`src/source/hbus_macros.svh`:
```
`ifndef HBUS_MACROS_SVH
`define HBUS_MACROS_SVH

// Initial access latency in clk cycles (35 ns at 200 MHz)
`define TACC_COUNT 7

// Cycles the memory reset is held low after rst
`define RESET_COUNT 2

// Read cycles allowed without an RWDS strobe
`define TIMEOUT_COUNT 15

// 16-bit words moved per access, one 32-bit AXI beat
`define HBUS_WORDS 2

`endif
```
`src/source/hbus_pkg.sv`:
```
package hbus_pkg;

    // One memory access as seen by the controller
    typedef struct packed {
        logic        rw;
        logic        reg_space;
        logic [30:0] addr;
        logic [31:0] wdata;
        logic [3:0]  wmask;
    } hbus_req_t;

    typedef struct packed {
        logic [31:0] rdata;
        logic        err;
    } hbus_rsp_t;

    // Command/address word, sent MSB first over three cycles
    typedef struct packed {
        logic        rw;
        logic        space;
        logic        burst;
        logic [28:0] addr_hi;
        logic [12:0] reserved;
        logic [2:0]  addr_lo;
    } hbus_ca_t;

    // Double-width pin word per clk cycle, bit 1 of rwds is the first edge
    typedef struct packed {
        logic        ck_en;
        logic        csn;
        logic        rstn;
        logic [15:0] dq;
        logic        dq_oe;
        logic [1:0]  rwds;
        logic        rwds_oe;
    } hbus_out_t;

    typedef struct packed {
        logic [15:0] dq;
        logic [1:0]  rwds;
    } hbus_in_t;

    typedef enum logic [2:0] {
        ST_RESET,
        ST_IDLE,
        ST_COMMAND,
        ST_LATENCY,
        ST_READ,
        ST_WRITE,
        ST_ERROR
    } hbus_state_e;

endpackage

```
`src/source/axi_lite_pkg.sv`:
```
package axi_lite_pkg;

    // Only the codes this slave ever returns
    typedef enum logic [1:0] {
        OKAY   = 2'b00,
        SLVERR = 2'b10
    } axil_resp_e;

    // Master to slave
    typedef struct packed {
        logic        awvalid;
        logic [31:0] awaddr;
        logic        wvalid;
        logic [31:0] wdata;
        logic [3:0]  wstrb;
        logic        bready;
        logic        arvalid;
        logic [31:0] araddr;
        logic        rready;
    } axil_req_t;

    // Slave to master
    typedef struct packed {
        logic        awready;
        logic        wready;
        logic        bvalid;
        axil_resp_e  bresp;
        logic        arready;
        logic        rvalid;
        logic [31:0] rdata;
        axil_resp_e  rresp;
    } axil_rsp_t;

endpackage

```
`src/source/hbus_top.sv`:
```
`timescale 1ns/10ps

module hbus_top
    import axi_lite_pkg::*;
    import hbus_pkg::*;
(
    input  logic      clk,
    input  logic      rst,

    input  axil_req_t axi_req_i,
    output axil_rsp_t axi_rsp_o,

    output hbus_out_t hbus_o,
    input  hbus_in_t  hbus_i
);

    logic        s_req_valid, s_req_ready;
    hbus_req_t   s_req;
    logic        c_req_valid, c_req_ready;
    hbus_req_t   c_req;
    logic        c_rsp_valid, c_rsp_ready;
    hbus_rsp_t   c_rsp;
    logic        s_rsp_valid, s_rsp_ready;
    hbus_rsp_t   s_rsp;
    logic        ca_load, ca_shift;
    logic [15:0] ca_word;

    hbus_axi_slave u_slave (
        .clk         (clk),
        .rst         (rst),
        .axi_req_i   (axi_req_i),
        .axi_rsp_o   (axi_rsp_o),
        .req_valid_o (s_req_valid),
        .req_ready_i (s_req_ready),
        .req_o       (s_req),
        .rsp_valid_i (s_rsp_valid),
        .rsp_ready_o (s_rsp_ready),
        .rsp_i       (s_rsp)
    );

    // Request path, slave to controller
    hbus_req_reg #(.payload_t(hbus_req_t)) u_req_reg (
        .clk         (clk),
        .rst         (rst),
        .in_valid_i  (s_req_valid),
        .in_ready_o  (s_req_ready),
        .in_data_i   (s_req),
        .out_valid_o (c_req_valid),
        .out_ready_i (c_req_ready),
        .out_data_o  (c_req)
    );

    // Response path, controller back to slave
    hbus_req_reg #(.payload_t(hbus_rsp_t)) u_rsp_reg (
        .clk         (clk),
        .rst         (rst),
        .in_valid_i  (c_rsp_valid),
        .in_ready_o  (c_rsp_ready),
        .in_data_i   (c_rsp),
        .out_valid_o (s_rsp_valid),
        .out_ready_i (s_rsp_ready),
        .out_data_o  (s_rsp)
    );

    hbus_ctrl u_ctrl (
        .clk         (clk),
        .rst         (rst),
        .req_valid_i (c_req_valid),
        .req_ready_o (c_req_ready),
        .req_i       (c_req),
        .rsp_valid_o (c_rsp_valid),
        .rsp_ready_i (c_rsp_ready),
        .rsp_o       (c_rsp),
        .ca_load_o   (ca_load),
        .ca_shift_o  (ca_shift),
        .ca_word_i   (ca_word),
        .hbus_o      (hbus_o),
        .hbus_i      (hbus_i)
    );

    hbus_ca_shifter u_ca (
        .clk     (clk),
        .rst     (rst),
        .load_i  (ca_load),
        .shift_i (ca_shift),
        .req_i   (c_req),
        .word_o  (ca_word)
    );

endmodule

```
`src/source/hbus_ctrl.sv`:
```
`timescale 1ns/10ps
`include "hbus_macros.svh"

module hbus_ctrl
    import hbus_pkg::*;
(
    input  logic        clk,
    input  logic        rst,

    input  logic        req_valid_i,
    output logic        req_ready_o,
    input  hbus_req_t   req_i,

    output logic        rsp_valid_o,
    input  logic        rsp_ready_i,
    output hbus_rsp_t   rsp_o,

    output logic        ca_load_o,
    output logic        ca_shift_o,
    input  logic [15:0] ca_word_i,

    output hbus_out_t   hbus_o,
    input  hbus_in_t    hbus_i
);

    localparam int CNT_MAX = (2 * `TACC_COUNT > `TIMEOUT_COUNT) ?
                             2 * `TACC_COUNT : `TIMEOUT_COUNT;
    localparam int CNT_W   = $clog2(CNT_MAX + 1);
    localparam int WIDX_W  = $clog2(`HBUS_WORDS);

    localparam logic [CNT_W-1:0] RESET_LOAD   = CNT_W'(`RESET_COUNT);
    localparam logic [CNT_W-1:0] CMD_LOAD     = CNT_W'(2);
    localparam logic [CNT_W-1:0] LAT1_LOAD    = CNT_W'(`TACC_COUNT - 1);
    localparam logic [CNT_W-1:0] LAT2_LOAD    = CNT_W'(2 * `TACC_COUNT - 1);
    localparam logic [CNT_W-1:0] TIMEOUT_LOAD = CNT_W'(`TIMEOUT_COUNT - 1);
    localparam logic [WIDX_W-1:0] LAST_WORD   = WIDX_W'(`HBUS_WORDS - 1);

    hbus_state_e       state_q;
    logic [CNT_W-1:0]  count_q;
    logic [WIDX_W-1:0] widx_q;
    logic              rsp_valid_q;
    logic              err_q;
    hbus_req_t         req_q;
    logic [31:0]       rdata_q;
    logic              req_hs;
    logic              strobe;
    logic              last_word;

    // New work only once the response slot is free
    assign req_ready_o = (state_q == ST_IDLE || state_q == ST_ERROR)
                         && !rsp_valid_q && rsp_ready_i;
    assign req_hs      = req_valid_i && req_ready_o;
    assign strobe      = hbus_i.rwds != 2'b00;
    assign last_word   = widx_q == LAST_WORD;

    assign ca_load_o  = req_hs && state_q == ST_IDLE;
    assign ca_shift_o = state_q == ST_COMMAND && count_q != '0;

    always_ff @(posedge clk or posedge rst) begin
        if (rst) begin
            state_q     <= ST_RESET;
            count_q     <= RESET_LOAD;
            widx_q      <= '0;
            rsp_valid_q <= 1'b0;
            err_q       <= 1'b0;
        end else begin
            if (rsp_valid_q && rsp_ready_i) begin
                rsp_valid_q <= 1'b0;
            end
            unique case (state_q)
                ST_RESET: begin
                    if (count_q == '0) begin
                        state_q <= ST_IDLE;
                    end else begin
                        count_q <= count_q - 1'b1;
                    end
                end
                ST_IDLE: begin
                    if (req_hs) begin
                        state_q <= ST_COMMAND;
                        count_q <= CMD_LOAD;
                    end
                end
                ST_COMMAND: begin
                    if (count_q == '0) begin
                        // Memory asks for double latency with RWDS high
                        count_q <= (hbus_i.rwds == 2'b11) ? LAT2_LOAD : LAT1_LOAD;
                        state_q <= ST_LATENCY;
                    end else begin
                        count_q <= count_q - 1'b1;
                    end
                end
                ST_LATENCY: begin
                    if (count_q == '0) begin
                        widx_q <= '0;
                        if (req_q.rw) begin
                            state_q <= ST_READ;
                            count_q <= TIMEOUT_LOAD;
                        end else begin
                            state_q <= ST_WRITE;
                        end
                    end else begin
                        count_q <= count_q - 1'b1;
                    end
                end
                ST_WRITE: begin
                    if (last_word) begin
                        state_q     <= ST_IDLE;
                        rsp_valid_q <= 1'b1;
                        err_q       <= 1'b0;
                    end else begin
                        widx_q <= widx_q + 1'b1;
                    end
                end
                ST_READ: begin
                    if (strobe) begin
                        widx_q  <= widx_q + 1'b1;
                        count_q <= TIMEOUT_LOAD;
                        if (last_word) begin
                            state_q     <= ST_IDLE;
                            rsp_valid_q <= 1'b1;
                            err_q       <= 1'b0;
                        end
                    end else if (count_q == '0) begin
                        // No strobe in time, stuck here until reset
                        state_q     <= ST_ERROR;
                        rsp_valid_q <= 1'b1;
                        err_q       <= 1'b1;
                    end else begin
                        count_q <= count_q - 1'b1;
                    end
                end
                ST_ERROR: begin
                    if (req_hs) begin
                        rsp_valid_q <= 1'b1;
                        err_q       <= 1'b1;
                    end
                end
                default: begin
                    state_q <= ST_ERROR;
                end
            endcase
        end
    end

    always_ff @(posedge clk) begin
        if (req_hs) begin
            req_q <= req_i;
        end
        if (state_q == ST_READ && strobe) begin
            rdata_q[16*widx_q +: 16] <= hbus_i.dq;
        end
    end

    assign rsp_valid_o = rsp_valid_q;
    assign rsp_o.rdata = rdata_q;
    assign rsp_o.err   = err_q;

    // Pin decode from the current state
    always_comb begin
        hbus_o.rstn    = state_q != ST_RESET;
        hbus_o.ck_en   = state_q == ST_COMMAND || state_q == ST_LATENCY
                         || state_q == ST_READ || state_q == ST_WRITE;
        hbus_o.csn     = !hbus_o.ck_en;
        hbus_o.dq      = 16'h0000;
        hbus_o.dq_oe   = 1'b0;
        hbus_o.rwds    = 2'b00;
        hbus_o.rwds_oe = 1'b0;
        if (state_q == ST_COMMAND) begin
            hbus_o.dq    = ca_word_i;
            hbus_o.dq_oe = 1'b1;
        end else if (state_q == ST_WRITE) begin
            // Lower halfword goes first, RWDS high masks a byte
            hbus_o.dq      = req_q.wdata[16*widx_q +: 16];
            hbus_o.dq_oe   = 1'b1;
            hbus_o.rwds    = req_q.wmask[2*widx_q +: 2];
            hbus_o.rwds_oe = 1'b1;
        end
    end

endmodule

```
`src/source/hbus_ca_shifter.sv`:
```
`timescale 1ns/10ps

module hbus_ca_shifter
    import hbus_pkg::*;
(
    input  logic        clk,
    input  logic        rst,

    input  logic        load_i,
    input  logic        shift_i,
    input  hbus_req_t   req_i,

    output logic [15:0] word_o
);

    hbus_ca_t ca_next;
    hbus_ca_t ca_q;

    always_comb begin
        ca_next.rw       = req_i.rw;
        ca_next.space    = req_i.reg_space;
        // Linear bursts only
        ca_next.burst    = 1'b1;
        ca_next.addr_hi  = {1'b0, req_i.addr[30:3]};
        ca_next.reserved = '0;
        ca_next.addr_lo  = req_i.addr[2:0];
    end

    always_ff @(posedge clk or posedge rst) begin
        if (rst) begin
            ca_q <= '0;
        end else if (load_i) begin
            ca_q <= ca_next;
        end else if (shift_i) begin
            ca_q <= hbus_ca_t'({ca_q[31:0], 16'h0000});
        end
    end

    // Next 16 bits on the bus
    assign word_o = ca_q[47:32];

endmodule

```
`src/source/hbus_axi_slave.sv`:
```
`timescale 1ns/10ps

module hbus_axi_slave
    import axi_lite_pkg::*;
    import hbus_pkg::*;
(
    input  logic      clk,
    input  logic      rst,

    input  axil_req_t axi_req_i,
    output axil_rsp_t axi_rsp_o,

    output logic      req_valid_o,
    input  logic      req_ready_i,
    output hbus_req_t req_o,

    input  logic      rsp_valid_i,
    output logic      rsp_ready_o,
    input  hbus_rsp_t rsp_i
);

    logic      arready_q, awready_q, wready_q;
    logic      aw_done_q, w_done_q;
    logic      busy_q, is_read_q, req_valid_q;
    logic      ar_hs, aw_hs, w_hs;
    logic      write_started, write_go;
    logic      ar_take, aw_take, w_take;
    hbus_req_t req_q;

    assign ar_hs = axi_req_i.arvalid && arready_q;
    assign aw_hs = axi_req_i.awvalid && awready_q;
    assign w_hs  = axi_req_i.wvalid && wready_q;

    assign write_started = aw_done_q || w_done_q || awready_q || wready_q;
    assign write_go      = (aw_done_q || aw_hs) && (w_done_q || w_hs);

    // Read wins unless a write is already under way
    assign ar_take = !busy_q && !arready_q && axi_req_i.arvalid && !write_started;
    assign aw_take = !busy_q && !awready_q && !aw_done_q && axi_req_i.awvalid
                     && !arready_q && (write_started || !axi_req_i.arvalid);
    assign w_take  = !busy_q && !wready_q && !w_done_q && axi_req_i.wvalid
                     && !arready_q && (write_started || !axi_req_i.arvalid);

    always_ff @(posedge clk or posedge rst) begin
        if (rst) begin
            arready_q   <= 1'b0;
            awready_q   <= 1'b0;
            wready_q    <= 1'b0;
            aw_done_q   <= 1'b0;
            w_done_q    <= 1'b0;
            busy_q      <= 1'b0;
            is_read_q   <= 1'b0;
            req_valid_q <= 1'b0;
        end else begin
            arready_q <= ar_take;
            awready_q <= aw_take;
            wready_q  <= w_take;
            if (req_valid_q && req_ready_i) begin
                req_valid_q <= 1'b0;
            end
            if (ar_hs) begin
                busy_q      <= 1'b1;
                is_read_q   <= 1'b1;
                req_valid_q <= 1'b1;
            end else if (write_go) begin
                busy_q      <= 1'b1;
                is_read_q   <= 1'b0;
                req_valid_q <= 1'b1;
                aw_done_q   <= 1'b0;
                w_done_q    <= 1'b0;
            end else begin
                // AW and W may arrive in either order
                if (aw_hs) aw_done_q <= 1'b1;
                if (w_hs) w_done_q <= 1'b1;
            end
            if (rsp_valid_i && rsp_ready_o) begin
                busy_q <= 1'b0;
            end
        end
    end

    // Bit 31 picks register space, bits 30:1 the halfword
    always_ff @(posedge clk) begin
        if (ar_hs) begin
            req_q.rw        <= 1'b1;
            req_q.reg_space <= axi_req_i.araddr[31];
            req_q.addr      <= {1'b0, axi_req_i.araddr[30:1]};
        end
        if (aw_hs) begin
            req_q.rw        <= 1'b0;
            req_q.reg_space <= axi_req_i.awaddr[31];
            req_q.addr      <= {1'b0, axi_req_i.awaddr[30:1]};
        end
        if (w_hs) begin
            req_q.wdata <= axi_req_i.wdata;
            req_q.wmask <= ~axi_req_i.wstrb;
        end
    end

    assign req_valid_o = req_valid_q;
    assign req_o       = req_q;

    // Response stays in the holding register until B or R is taken
    assign rsp_ready_o = is_read_q ? axi_req_i.rready : axi_req_i.bready;

    assign axi_rsp_o.arready = arready_q;
    assign axi_rsp_o.awready = awready_q;
    assign axi_rsp_o.wready  = wready_q;
    assign axi_rsp_o.bvalid  = rsp_valid_i && !is_read_q;
    assign axi_rsp_o.bresp   = rsp_i.err ? SLVERR : OKAY;
    assign axi_rsp_o.rvalid  = rsp_valid_i && is_read_q;
    assign axi_rsp_o.rdata   = rsp_i.rdata;
    assign axi_rsp_o.rresp   = rsp_i.err ? SLVERR : OKAY;

endmodule

```
`src/source/hbus_req_reg.sv`:
```
`timescale 1ns/10ps

module hbus_req_reg #(
    parameter type payload_t = logic [31:0]
) (
    input  logic     clk,
    input  logic     rst,

    input  logic     in_valid_i,
    output logic     in_ready_o,
    input  payload_t in_data_i,

    output logic     out_valid_o,
    input  logic     out_ready_i,
    output payload_t out_data_o
);

    logic     valid_q;
    payload_t data_q;

    // Free when empty or when the held item leaves this cycle
    assign in_ready_o = !valid_q || out_ready_i;

    always_ff @(posedge clk or posedge rst) begin
        if (rst) begin
            valid_q <= 1'b0;
        end else if (in_ready_o) begin
            valid_q <= in_valid_i;
        end
    end

    always_ff @(posedge clk) begin
        if (in_valid_i && in_ready_o) begin
            data_q <= in_data_i;
        end
    end

    assign out_valid_o = valid_q;
    assign out_data_o  = data_q;

endmodule

```
`config.mk`:
```
export PLATFORM = sky130hd
export DESIGN_NAME = hbus_top
export DESIGN_NICKNAME = d
export VERILOG_FILES = /design/src/source/hbus_pkg.sv /design/src/source/axi_lite_pkg.sv /design/src/source/hbus_top.sv /design/src/source/hbus_ctrl.sv /design/src/source/hbus_ca_shifter.sv /design/src/source/hbus_axi_slave.sv /design/src/source/hbus_req_reg.sv
export VERILOG_INCLUDE_DIRS = /design/src /design/src/source
export SDC_FILE = /design/constraint.sdc
export NUM_CORES = 1
export LEC_CHECK = 0
export BUFFER_PORTS_ARGS = -buffer_cell sky130_fd_sc_hd__buf_2
export CAP_MARGIN = 15
export CELL_PAD_IN_SITES_DETAIL_PLACEMENT = 1
export CELL_PAD_IN_SITES_GLOBAL_PLACEMENT = 1
export CORE_ASPECT_RATIO = 0.6
export CORE_MARGIN = 2
export CORE_UTILIZATION = 35
export CTS_CLUSTER_SIZE = 14
export DETAILED_ROUTE_END_ITERATION = 10
export PLACE_DENSITY = 0.66
export SYNTH_ARGS = -nofsm -noshare
export SYNTH_HDL_FRONTEND = slang
export SYNTH_SLANG_ARGS = --single-unit
```
`constraint.sdc`:
```
create_clock -name clk -period 9.2 [get_ports clk]
set_input_delay 0 -clock clk [delete_from_list [all_inputs] [get_ports clk]]
set_output_delay 0 -clock clk [all_outputs]
set_load 0.01 [all_outputs]
```
Word level (Yosys, flattened, before mapping)
Index checks and enable logic that the tools add are counted.
{"block": "word_totals", "regBits": 306, "latchBits": 0, "ram_bits": 0, "rom_bits": 0, "in_bits": 125, "out_inout_bits": 64, "memories": 0}
{"block": "classes", "n_addsub": 3, "n_mul": 0, "div_mod_pow": 0, "order_cmp": 0, "n_eq_ne": 15, "n_shift": 4, "muxes": 54, "n_bitwise": 3, "reduce_logical": 74}
{"operator": "$mux W48", "n": 2}
{"operator": "$mux W32", "n": 2}
{"operator": "$neg A5 Y34", "n": 1}
{"operator": "$shift A16 B34 Y32 const A", "n": 1}
{"operator": "$shiftx A16 B34 Y32", "n": 1}
{"operator": "$bwmux W32", "n": 1}
{"operator": "$shiftx A32 B6 Y16", "n": 1}
{"operator": "$logic_and A1 B1 Y1", "n": 28}
{"operator": "$mux W4", "n": 7}
{"operator": "$mux W1", "n": 26}
{"operator": "$mux W3", "n": 8}
{"operator": "$pmux W3 S7", "n": 1}
{"operator": "$mux W20", "n": 1}
{"operator": "$pmux W4 S5", "n": 1}
{"operator": "$mux W17", "n": 1}
{"operator": "$reduce_bool A3 Y1", "n": 5}
{"operator": "$logic_not A1 Y1", "n": 13}
{"operator": "$logic_or A1 B1 Y1", "n": 12}
{"operator": "$reduce_bool A2 Y1", "n": 6}
{"operator": "$ne A2 B1 Y1 const B", "n": 5}
{"operator": "$eq A3 B3 Y1 const B", "n": 3}
{"operator": "$pmux W1 S3", "n": 3}
{"operator": "$reduce_and A3 Y1", "n": 3}
{"operator": "$eq A3 B2 Y1 const B", "n": 2}
{"operator": "other kinds (17)", "n": 19}

Longest topological paths before layout
Gate-level depths: netlist of run 1.
{"block": "logic_depth", "depth_word": 9, "depth_mapped": 10}

Hierarchy
A second synthesis of run 1 with hierarchy kept.
{"block": "unflattened", "cells_unflattened": 754, "area_unflattened_um2": 11673.7}
{"module": "hbus_ctrl", "instances": 1, "cells_per_inst": 290, "area_each_um2": 3565.9, "seq_area_each_um2": 2323.5}
{"module": "hbus_axi_slave", "instances": 1, "cells_per_inst": 186, "area_each_um2": 3248.1, "seq_area_each_um2": 2232.1}
{"module": "hbus_req_reg (u_req_reg)", "instances": 1, "cells_per_inst": 74, "area_each_um2": 2129.5, "seq_area_each_um2": 2097.0}
{"module": "hbus_ca_shifter", "instances": 1, "cells_per_inst": 166, "area_each_um2": 1681.6, "seq_area_each_um2": 875.8}
{"module": "hbus_req_reg (u_rsp_reg)", "instances": 1, "cells_per_inst": 38, "area_each_um2": 1048.5, "seq_area_each_um2": 1016.0}

Worst setup path before layout of run 1
No wires, ideal clock.
{"block": "synth_path", "kind": "register -> register", "startpoint": "reg u_ctrl.state_q[2]", "endpoint": "reg u_req_reg.data_q (netlist bit u_req_reg.out_data_o[0]), enable pin", "setup_time_ps": 502, "arrival_ps": 4105, "required_time_ps": 8698, "path_slack_ps": 4592, "stages_incl_launch_ff": 5, "synth_period_minus_slack_ps": 4608, "path_cell_list": "dfrtp_1 or3b_4 o21ai_0 a21boi_0 nor2b_1"}
{"block": "synth_via", "elab_chain_len": 6, "word_cells_on_any_way": 7, "classes_between": "eq/ne (2); reduce/logical (5)"}
{"element": "start, declared", "line": "hbus_ctrl.sv:38", "source": "hbus_state_e state_q;"}
{"element": "start signal, assigned", "line": "hbus_ctrl.sv:61", "source": "state_q <= ST_RESET;"}
{"element": "start signal, assigned", "line": "hbus_ctrl.sv:73", "source": "state_q <= ST_IDLE;"}
{"element": "start signal, assigned", "line": "hbus_ctrl.sv:80", "source": "state_q <= ST_COMMAND;"}
{"element": "$eq A3 B1 Y1 / $eq A3 B3 Y1 (equally long branches)", "line": "hbus_ctrl.sv:50", "source": "assign req_ready_o = (state_q == ST_IDLE || state_q == ST_ERROR)"}
{"element": "$logic_or A1 B1 Y1 *", "line": "hbus_ctrl.sv:50"}
{"element": "$logic_and A1 B1 Y1 * (2 in a row)", "line": "hbus_ctrl.sv:51", "source": "&& !rsp_valid_q && rsp_ready_i;"}
{"element": "$logic_or A1 B1 Y1 *", "line": "hbus_req_reg.sv:22", "source": "assign in_ready_o = !valid_q || out_ready_i;"}
{"element": "$logic_and A1 B1 Y1 *", "line": "hbus_req_reg.sv:33", "source": "if (in_valid_i && in_ready_o) begin"}
{"element": "end signal, assigned", "line": "hbus_req_reg.sv:34", "source": "data_q <= in_data_i;"}
{"element": "end, declared", "line": "hbus_req_reg.sv:19", "source": "payload_t data_q;"}
Mark *: on every way between the ends. The rest lies on a longest branch, timed or not.
A chain may end at the register's enable or synchronous reset.

Worst setup path in the final report of run 1
{"block": "layout_path", "startpoint": "reg u_ctrl.count_q[0]", "endpoint": "reg u_ca.ca_q (netlist bit u_ca.word_o[3])"}
{"block": "layout_via", "elab_chain_len": 3}
{"element": "start, declared", "line": "hbus_ctrl.sv:39", "source": "logic [CNT_W-1:0] count_q;"}
{"element": "start signal, assigned", "line": "hbus_ctrl.sv:75", "source": "count_q <= count_q - 1'b1;"}
{"element": "start signal, assigned", "line": "hbus_ctrl.sv:87", "source": "count_q <= (hbus_i.rwds == 2'b11) ? LAT2_LOAD : LAT1_LOAD;"}
{"element": "start signal, assigned", "line": "hbus_ctrl.sv:90", "source": "count_q <= count_q - 1'b1;"}
{"element": "$reduce_bool A4 Y1", "line": "hbus_ctrl.sv:57", "source": "assign ca_shift_o = state_q == ST_COMMAND && count_q != '0;"}
{"element": "$logic_and A1 B1 Y1", "line": "hbus_ctrl.sv:57"}
{"element": "$reduce_bool A2 Y1 (no source line)"}
{"element": "end signal, assigned", "line": "hbus_ca_shifter.sv:33", "source": "ca_q <= ca_next;"}
{"element": "end signal, assigned", "line": "hbus_ca_shifter.sv:35", "source": "ca_q <= hbus_ca_t'({ca_q[31:0], 16'h0000});"}
{"element": "end, declared", "line": "hbus_ca_shifter.sv:17", "source": "hbus_ca_t ca_q;"}
No other way between the ends.

==> impl_metrics.py, run 1 <==
metrics = {
    "grt": {
        "grt_pass1_wl_um": 39400,
        "grt_use_total_pct": 15.6,
        "grt_pass1_vias": 7134,
        "antenna_found_initial": 0,
        "grt_max_degree": 69,
        "grt.overflow.total": 0,
    },
    "sta": {
        "maxSlewViolCount": 0,
        "max_freq_mhz": 307,
        "setup_viol": 0,
        "finalWorstSetupSlack_ns": 5.94,
        "holdWs_ns": 0.174,
        "worstMarginPinSlew_ns": 1.06,
        "hold_viol": 0,
        "rsz0062_at_grt": "no",
        "slew_headroom_pct": 29.3,
        "finalCritPeriodShare_pct": 35.4,
        "clock_skew_ns": 0.0153,
        "setup_tns_ns": 0,
        "min_period_ns": 3.26,
    },
    "pwr": {
        "switchingPower_uw": 815,
        "clkPwrFrac_pct": 33.6,
        "comb_power_share_pct": 12.7,
        "powerDensity_nw_per_um2": 233,
        "p_seq_share_pct": 53.8,
        "switching_share_pct": 24.3,
        "intPower_uw": 2540,
        "p_leak_uw": 0.00556,
        "vdd_drop_max_mv": 0.144,
    },
    "place": {
        "placedInstanceArea_um2": 12300,
        "routabilityCongestion": 0.834,
        "place_ws_ns": 5.96,
        "io_buffers": 184,
        "post-place-cells": 1252,
        "dp_hpwl_um": 15100,
    },
    "worst_setup_path": {
        "worst_setup_path_start_kind": "flop",
        "crit_type": "flop to flop",
        "end_kind": "flop",
        "cp_max_fo": 20,
        "crit_arrival_ns": 3.70,
        "critPathRequiredTime_ns": 9.64,
    },
    "floorplanning": {
        "start_util_pct": 35.4,
        "die-area_um2": 32800,
        "io_pins": 189,
        "rows": 50,
        "core-area_um2": 31000,
        "die_y_um": 141,
        "die_w_um": 233,
    },
    "synth": {
        "ys_seq_area_share_pct": 77.6,
        "synthDistinctLibCells": 62,
        "synthSimpleGateAreaFrac_pct": 6.77,
        "synth_top_family_by_area": "compound AO/OA/AOI/OAI gates",
        "synth_edf_count": 237,
        "avgSynthCellArea_um2": 16.0,
        "synthMuxAreaShare_pct": 5.28,
        "synth_xor_area_share_pct": 0.0798,
        "ys_warn_count": 0,
        "ys.flop_type": "edfxtp_1",
        "synthAdderAreaFrac_pct": 0.228,
        "async_flop_share_pct": 18.8,
        "synthCells": 684,
        "synth-compound-area-share_pct": 7.05,
        "ys_ff_latch": 293,
        "synth_area_um2": 11000,
    },
    "cells_and_area": {
        "n_fill_cell": 3131,
        "fin_area_um2": 14400,
        "finalNonFillerCells": 1430,
        "drive_gt1_share_pct": 28.2,
        "fin_nets": 1119,
        "diodes": 0,
        "syn_to_final_growth_pct": 31.4,
    },
    "detailed_routing": {
        "drt_wl_total_um": 24900,
        "via_per_inst": 4.59,
        "vias": 6568,
        "wl_per_cell_um": 17.4,
        "drc": 0,
        "firstDrtPassIters": 4,
        "ant_nets": 0,
        "dr.first_iter.drc_count": 399,
    },
    "outcome": {
        "status": "finished clean",
    },
    "clocking": {
        "numCtsBuffers": 29,
        "cts_tree": "done",
        "clock_sinks": 293,
        "path_clk_slew_ns": 0.06,
        "htreeDepth": 1,
        "clk_path_buf_depth": 3,
        "clk_latency_ns": 0.54,
        "cts-root-buf": "clkbuf_16",
    },
    "worst_hold_path": {
        "hp-class": "input pin to flop",
    },
    "flow_run": {
        "cap_viol_max_count": 0,
    },
}
## kinds of logic (layout without fill, tap and decap cells)
group	after synthesis	count (layout)
flip-flops	293	293
AND/OR/NAND/NOR	144	144
AO/OA/AOI/OAI	122	122
buffers and inverters	68	397
multiplexers	53	53
adder cells (fa/ha/maj)	2	2
other	1	2
XOR/XNOR	1	1
## flip-flops by register name, summed over array words and instances, names as in the netlist, 3 cells and up
name and flops:
u_ca.ca_q 19, u_ca.word_o 16, u_ctrl.count_q 4, u_ctrl.rdata_q 32, u_ctrl.req_q 37, u_ctrl.state_q 3
u_req_reg.out_data_o 68, u_rsp_reg.out_data_o 33, u_slave.req_o 68
## stage by stage
| stage | utilization (%) | total power (uW) |
|---|---|---|
| after floorplan | - | 2050 |
| after global placement | 39.5 | 2180 |
| after detailed placement | 39.5 | 2200 |
| after CTS | 46.5 | 3410 |
| after global routing | 46.5 | 3510 |
| final | 46.5 | 3350 |
## path summary, 6_finish.rpt
| path | slack, ns | to | cells after the start | from |
|---|---|---|---|---|
| worst max-delay path | 5.94 | u_ca.word_o[3] | 7 | u_ctrl.count_q[0] |
| worst min-delay path | 0.17 | u_slave.req_o[11] | 2 | axi_req_i[46] |
| worst max register to register | 5.94 | u_ca.word_o[3] | 7 | u_ctrl.count_q[0] |
| worst min register to register | 0.41 | u_req_reg.out_data_o[32] | 0 | u_slave.req_o[32] |
| max in group asynchronous | 8.46 | u_ctrl.last_word | 4 | rst |
| min in group asynchronous | 0.21 | u_slave.busy_q | 4 | rst |
## worst max-delay path, stage by stage (launching register included)
cell and delay [ns]:
dfrtp_1 0.40, inv_1 0.11, ha_1 0.20, nor3b_2 0.77, inv_1 0.43, nand2_1 0.71
o21ai_4 0.29, o21ai_0 0.24
## metal layers
layer	GRT usage (%)	share of wire (%)	vias to the layer above
met5	0	0	-
met4	3.62	2.1	0
met3	2.95	5.4	37
met2	26.5	48	162
met1	20.9	44	3241
li1	-	-	3128
## cell type report
| cell class | count | area (um2) | share of cell area [%] |
|---|---|---|---|
| flip-flops and latches | 293 | 8520 | 59.1 |
| repair buffers | 314 | 2210 | 15.3 |
| multi-input cells | 324 | 2160 | 15.0 |
| clock buffers | 39 | 803 | 5.57 |
| well taps | 416 | 520 | 3.61 |
| inverters | 30 | 113 | 0.781 |
| clock inverters | 14 | 98.8 | 0.686 |
## synthesized netlist by cell type (2+ instances only)
| cell type | count | area share [%] |
|---|---|---|
| inv_1 | 30 | 1.0 |
| o2bb2ai_1 | 2 | 0.16 |
| nand3_1 | 7 | 0.32 |
| nor3_1 | 6 | 0.27 |
| nor3b_1 | 3 | 0.21 |
| and3_1 | 2 | 0.11 |
| buf_2 | 13 | 0.59 |
| a21o_1 | 2 | 0.14 |
| nand2_1 | 52 | 1.8 |
| nor2b_1 | 23 | 1.3 |
| o211ai_1 | 2 | 0.14 |
| and2_1 | 20 | 1.1 |
| edfxtp_1 | 237 | 65 |
| ha_1 | 2 | 0.23 |
| o21ai_0 | 49 | 2.2 |
| mux2_2 | 32 | 3.3 |
| nor2_1 | 14 | 0.48 |
| nand2b_1 | 7 | 0.40 |
| a22oi_1 | 16 | 1.1 |
| o22ai_1 | 13 | 0.74 |
| mux2i_1 | 19 | 1.7 |
| clkbuf_1 | 10 | 0.34 |
| a21oi_1 | 18 | 0.82 |
| buf_1 | 2 | 0.068 |
| buf_4 | 11 | 0.75 |
| buf_6 | 2 | 0.21 |
| dfrtp_1 | 54 | 12 |
| or2_2 | 2 | 0.11 |
## placed cells by master (no fill, tap or decap), types with 3 or more instances in the layout
cell / netlist / final
nand3_1: 7 / 7
clkbuf_8: 0 / 4
nor2_1: 14 / 14
a22oi_1: 16 / 16
clkinv_2: 0 / 5
clkbuf_16: 0 / 29
mux2_2: 32 / 32
o22ai_1: 13 / 13
buf_4: 11 / 5
inv_1: 30 / 29
nand2b_1: 7 / 6
a21oi_1: 18 / 18
dfrtp_1: 54 / 53
nor2b_1: 23 / 21
clkbuf_1: 10 / 6
nor3_1: 6 / 6
dlygate4sd3_1: 0 / 125
nand2_1: 52 / 52
buf_2: 13 / 184
edfxtp_1: 237 / 237
mux2i_1: 19 / 19
and2_1: 20 / 17
nor3b_1: 3 / 3
and2_2: 1 / 4
clkinv_1: 0 / 5
o21ai_0: 49 / 49
## repair_timing
action                                  4_1_cts  5_1_grt
gates resized for setup                       0        0
setup buffers                                 0        0
endpoints found under the hold margin       165        0
endpoints found under the setup margin        0        0
hold buffers                                125        0
## power by group through the flow
stage	Combinational, uW	Sequential [uW]	Clock (uW)
floorplan	230	1820	0
global placement	363	1820	0
detailed placement	372	1830	0
CTS	435	1800	1170
global route	474	1820	1220
finish	425	1800	1130
Note: power is estimated with default switching activity, not from simulation.
==> inputs of run 2 (changes only) <==
clock period = 3.2 ns   (was 9.2 ns; I/O delays follow)
==> impl_metrics.py, run 2 (synthesized netlist as in run 1, its figures left out) <==
metrics = {
    "sta": {
        "rsz0062_at_grt": "no",
        "clock_skew_ns": 0.0146,
        "worstMarginPinSlew_ns": 1.07,
        "hold_viol": 0,
        "holdWs_ns": 0.150,
        "slew_headroom_pct": 28.7,
        "finalCritPeriodShare_pct": 91.8,
        "setup_tns_ns": 0,
        "maxSlewViolCount": 0,
        "min_period_ns": 2.94,
        "max_freq_mhz": 340,
        "finalWorstSetupSlack_ns": 0.263,
        "setup_viol": 0,
    },
    "worst_setup_path": {
        "crit_type": "flop to output port",
        "cp_max_fo": 22,
        "end_kind": "output port",
        "critPathRequiredTime_ns": 3.20,
        "crit_arrival_ns": 2.94,
        "worst_setup_path_start_kind": "flop",
    },
    "detailed_routing": {
        "firstDrtPassIters": 4,
        "via_per_inst": 4.63,
        "dr.first_iter.drc_count": 415,
        "wl_per_cell_um": 17.6,
        "ant_nets": 0,
        "vias": 6654,
        "drt_wl_total_um": 25200,
        "drc": 0,
    },
    "cells_and_area": {
        "syn_to_final_growth_pct": 31.6,
        "fin_area_um2": 14400,
        "drive_gt1_share_pct": 28.7,
        "layout_commonest_cell": "edfxtp_1",
        "layout_common_cells": "edfxtp_1, buf_2, dlygate4sd3_1, dfrtp_1, nand2_1",
        "diodes": 0,
        "fin_nets": 1126,
        "n_fill_cell": 3164,
    },
    "clocking": {
        "cts_tree": "done",
        "clk_latency_ns": 0.55,
        "path_clk_slew_ns": 0.06,
        "clock_sinks": 293,
        "numCtsBuffers": 28,
        "htreeDepth": 1,
        "clk_path_buf_depth": 3,
        "cts-root-buf": "clkbuf_16",
        "post-cts-setup-buffers": 0,
    },
    "floorplanning": {
        "io_pins": 189,
        "core-area_um2": 31000,
        "die_y_um": 141,
        "start_util_pct": 35.4,
        "die-area_um2": 32800,
        "rows": 50,
        "die_w_um": 233,
    },
    "grt": {
        "grt.busiest_layer": "met2",
        "grt_max_degree": 69,
        "use_met3_pct": 3.01,
        "grt_use_total_pct": 15.8,
        "antenna_found_initial": 0,
        "grt_pass1_vias": 7127,
        "grt_pass1_wl_um": 39900,
        "grtUsageMet1_pct": 22.1,
        "grt.overflow.total": 0,
        "met2_usage_pct": 25.9,
    },
    "place": {
        "placedInstanceArea_um2": 12400,
        "dp_hpwl_um": 16000,
        "place_ws_ns": 0.785,
        "io_buffers": 184,
        "routabilityCongestion": 0.815,
    },
    "pwr": {
        "powerDensity_nw_per_um2": 661,
        "vdd_drop_max_mv": 0.363,
        "p_leak_uw": 0.00557,
        "total_power_uw": 9540,
    },
    "outcome": {
        "status": "finished clean",
    },
    "flow_run": {
        "cap_viol_max_count": 0,
    },
    "worst_hold_path": {
        "hp-class": "input pin to asynchronous set/reset pin",
    },
}
==> run 2: power by group <==
group          internal (uW)  switching (uW)  leakage (uW)
combinational            521             747       0.00225
sequential              4960             214       0.00290
clock                   1690            1400      0.000415
total                   7180            2360       0.00557
==> run 2: area by class of cell <==
| cell class | instances | area (um2) | area share, % |
|---|---|---|---|
| Sequential cell | 293 | 8520 | 59.0 |
| Timing Repair Buffer | 322 | 2290 | 15.9 |
| Inverter | 30 | 113 | 0.780 |
| Multi-Input combinational cell | 324 | 2160 | 14.9 |
| Clock buffer | 34 | 723 | 5.01 |
| Clock inverter | 17 | 125 | 0.866 |
| Tap cell | 416 | 520 | 3.60 |
==> run 2: critical path, stage by stage, from the launching register on <==
cell and delay (ns):
dfrtp_1 0.62, inv_1 0.31, nand3_1 0.69, o22ai_1 0.55, buf_2 0.21
==> run 2: final timing paths <==
kind | cells past startpoint | from | endpoint | slack (ns)
setup / recovery | 4 | u_ctrl.state_q[1] | hbus_o[12] | 0.26
hold reg to reg | 0 | u_slave.req_o[2] | u_req_reg.out_data_o[2] | 0.42
hold / removal | 3 | rst | u_slave.wready_q | 0.15
min in group clk | 2 | axi_req_i[60] | u_slave.req_o[25] | 0.15
max in group asynchronous | 4 | rst | u_ca.word_o[8] | 2.23
setup reg to reg | 5 | u_ctrl.state_q[1] | u_ctrl.count_q[1] | 0.55
==> run 2: repair_timing <==
action	4_1_cts	5_1_grt
gates resized for setup	0	0
hold endpoints to repair	139	0
hold buffers	124	0
endpoints found under the setup margin	0	0
==> run 2: per-layer routing <==
layer / vias to the layer above / part of all wire, % / routed length (um)
met5: - / 0 / 0
met4: 0 / 1.7 / 439
met3: 32 / 4.6 / 1150
met2: 149 / 47 / 11900
met1: 3316 / 47 / 11800
li1: 3157 / - / -
==> run 2: metrics by stage <==
stage / util, % / instances
global placement: 39.8 / 1261
floorplan: - / 685
CTS: 46.6 / 1436
finish: 46.6 / 1436
detailed placement: 39.8 / 1261
global route: 46.6 / 1436
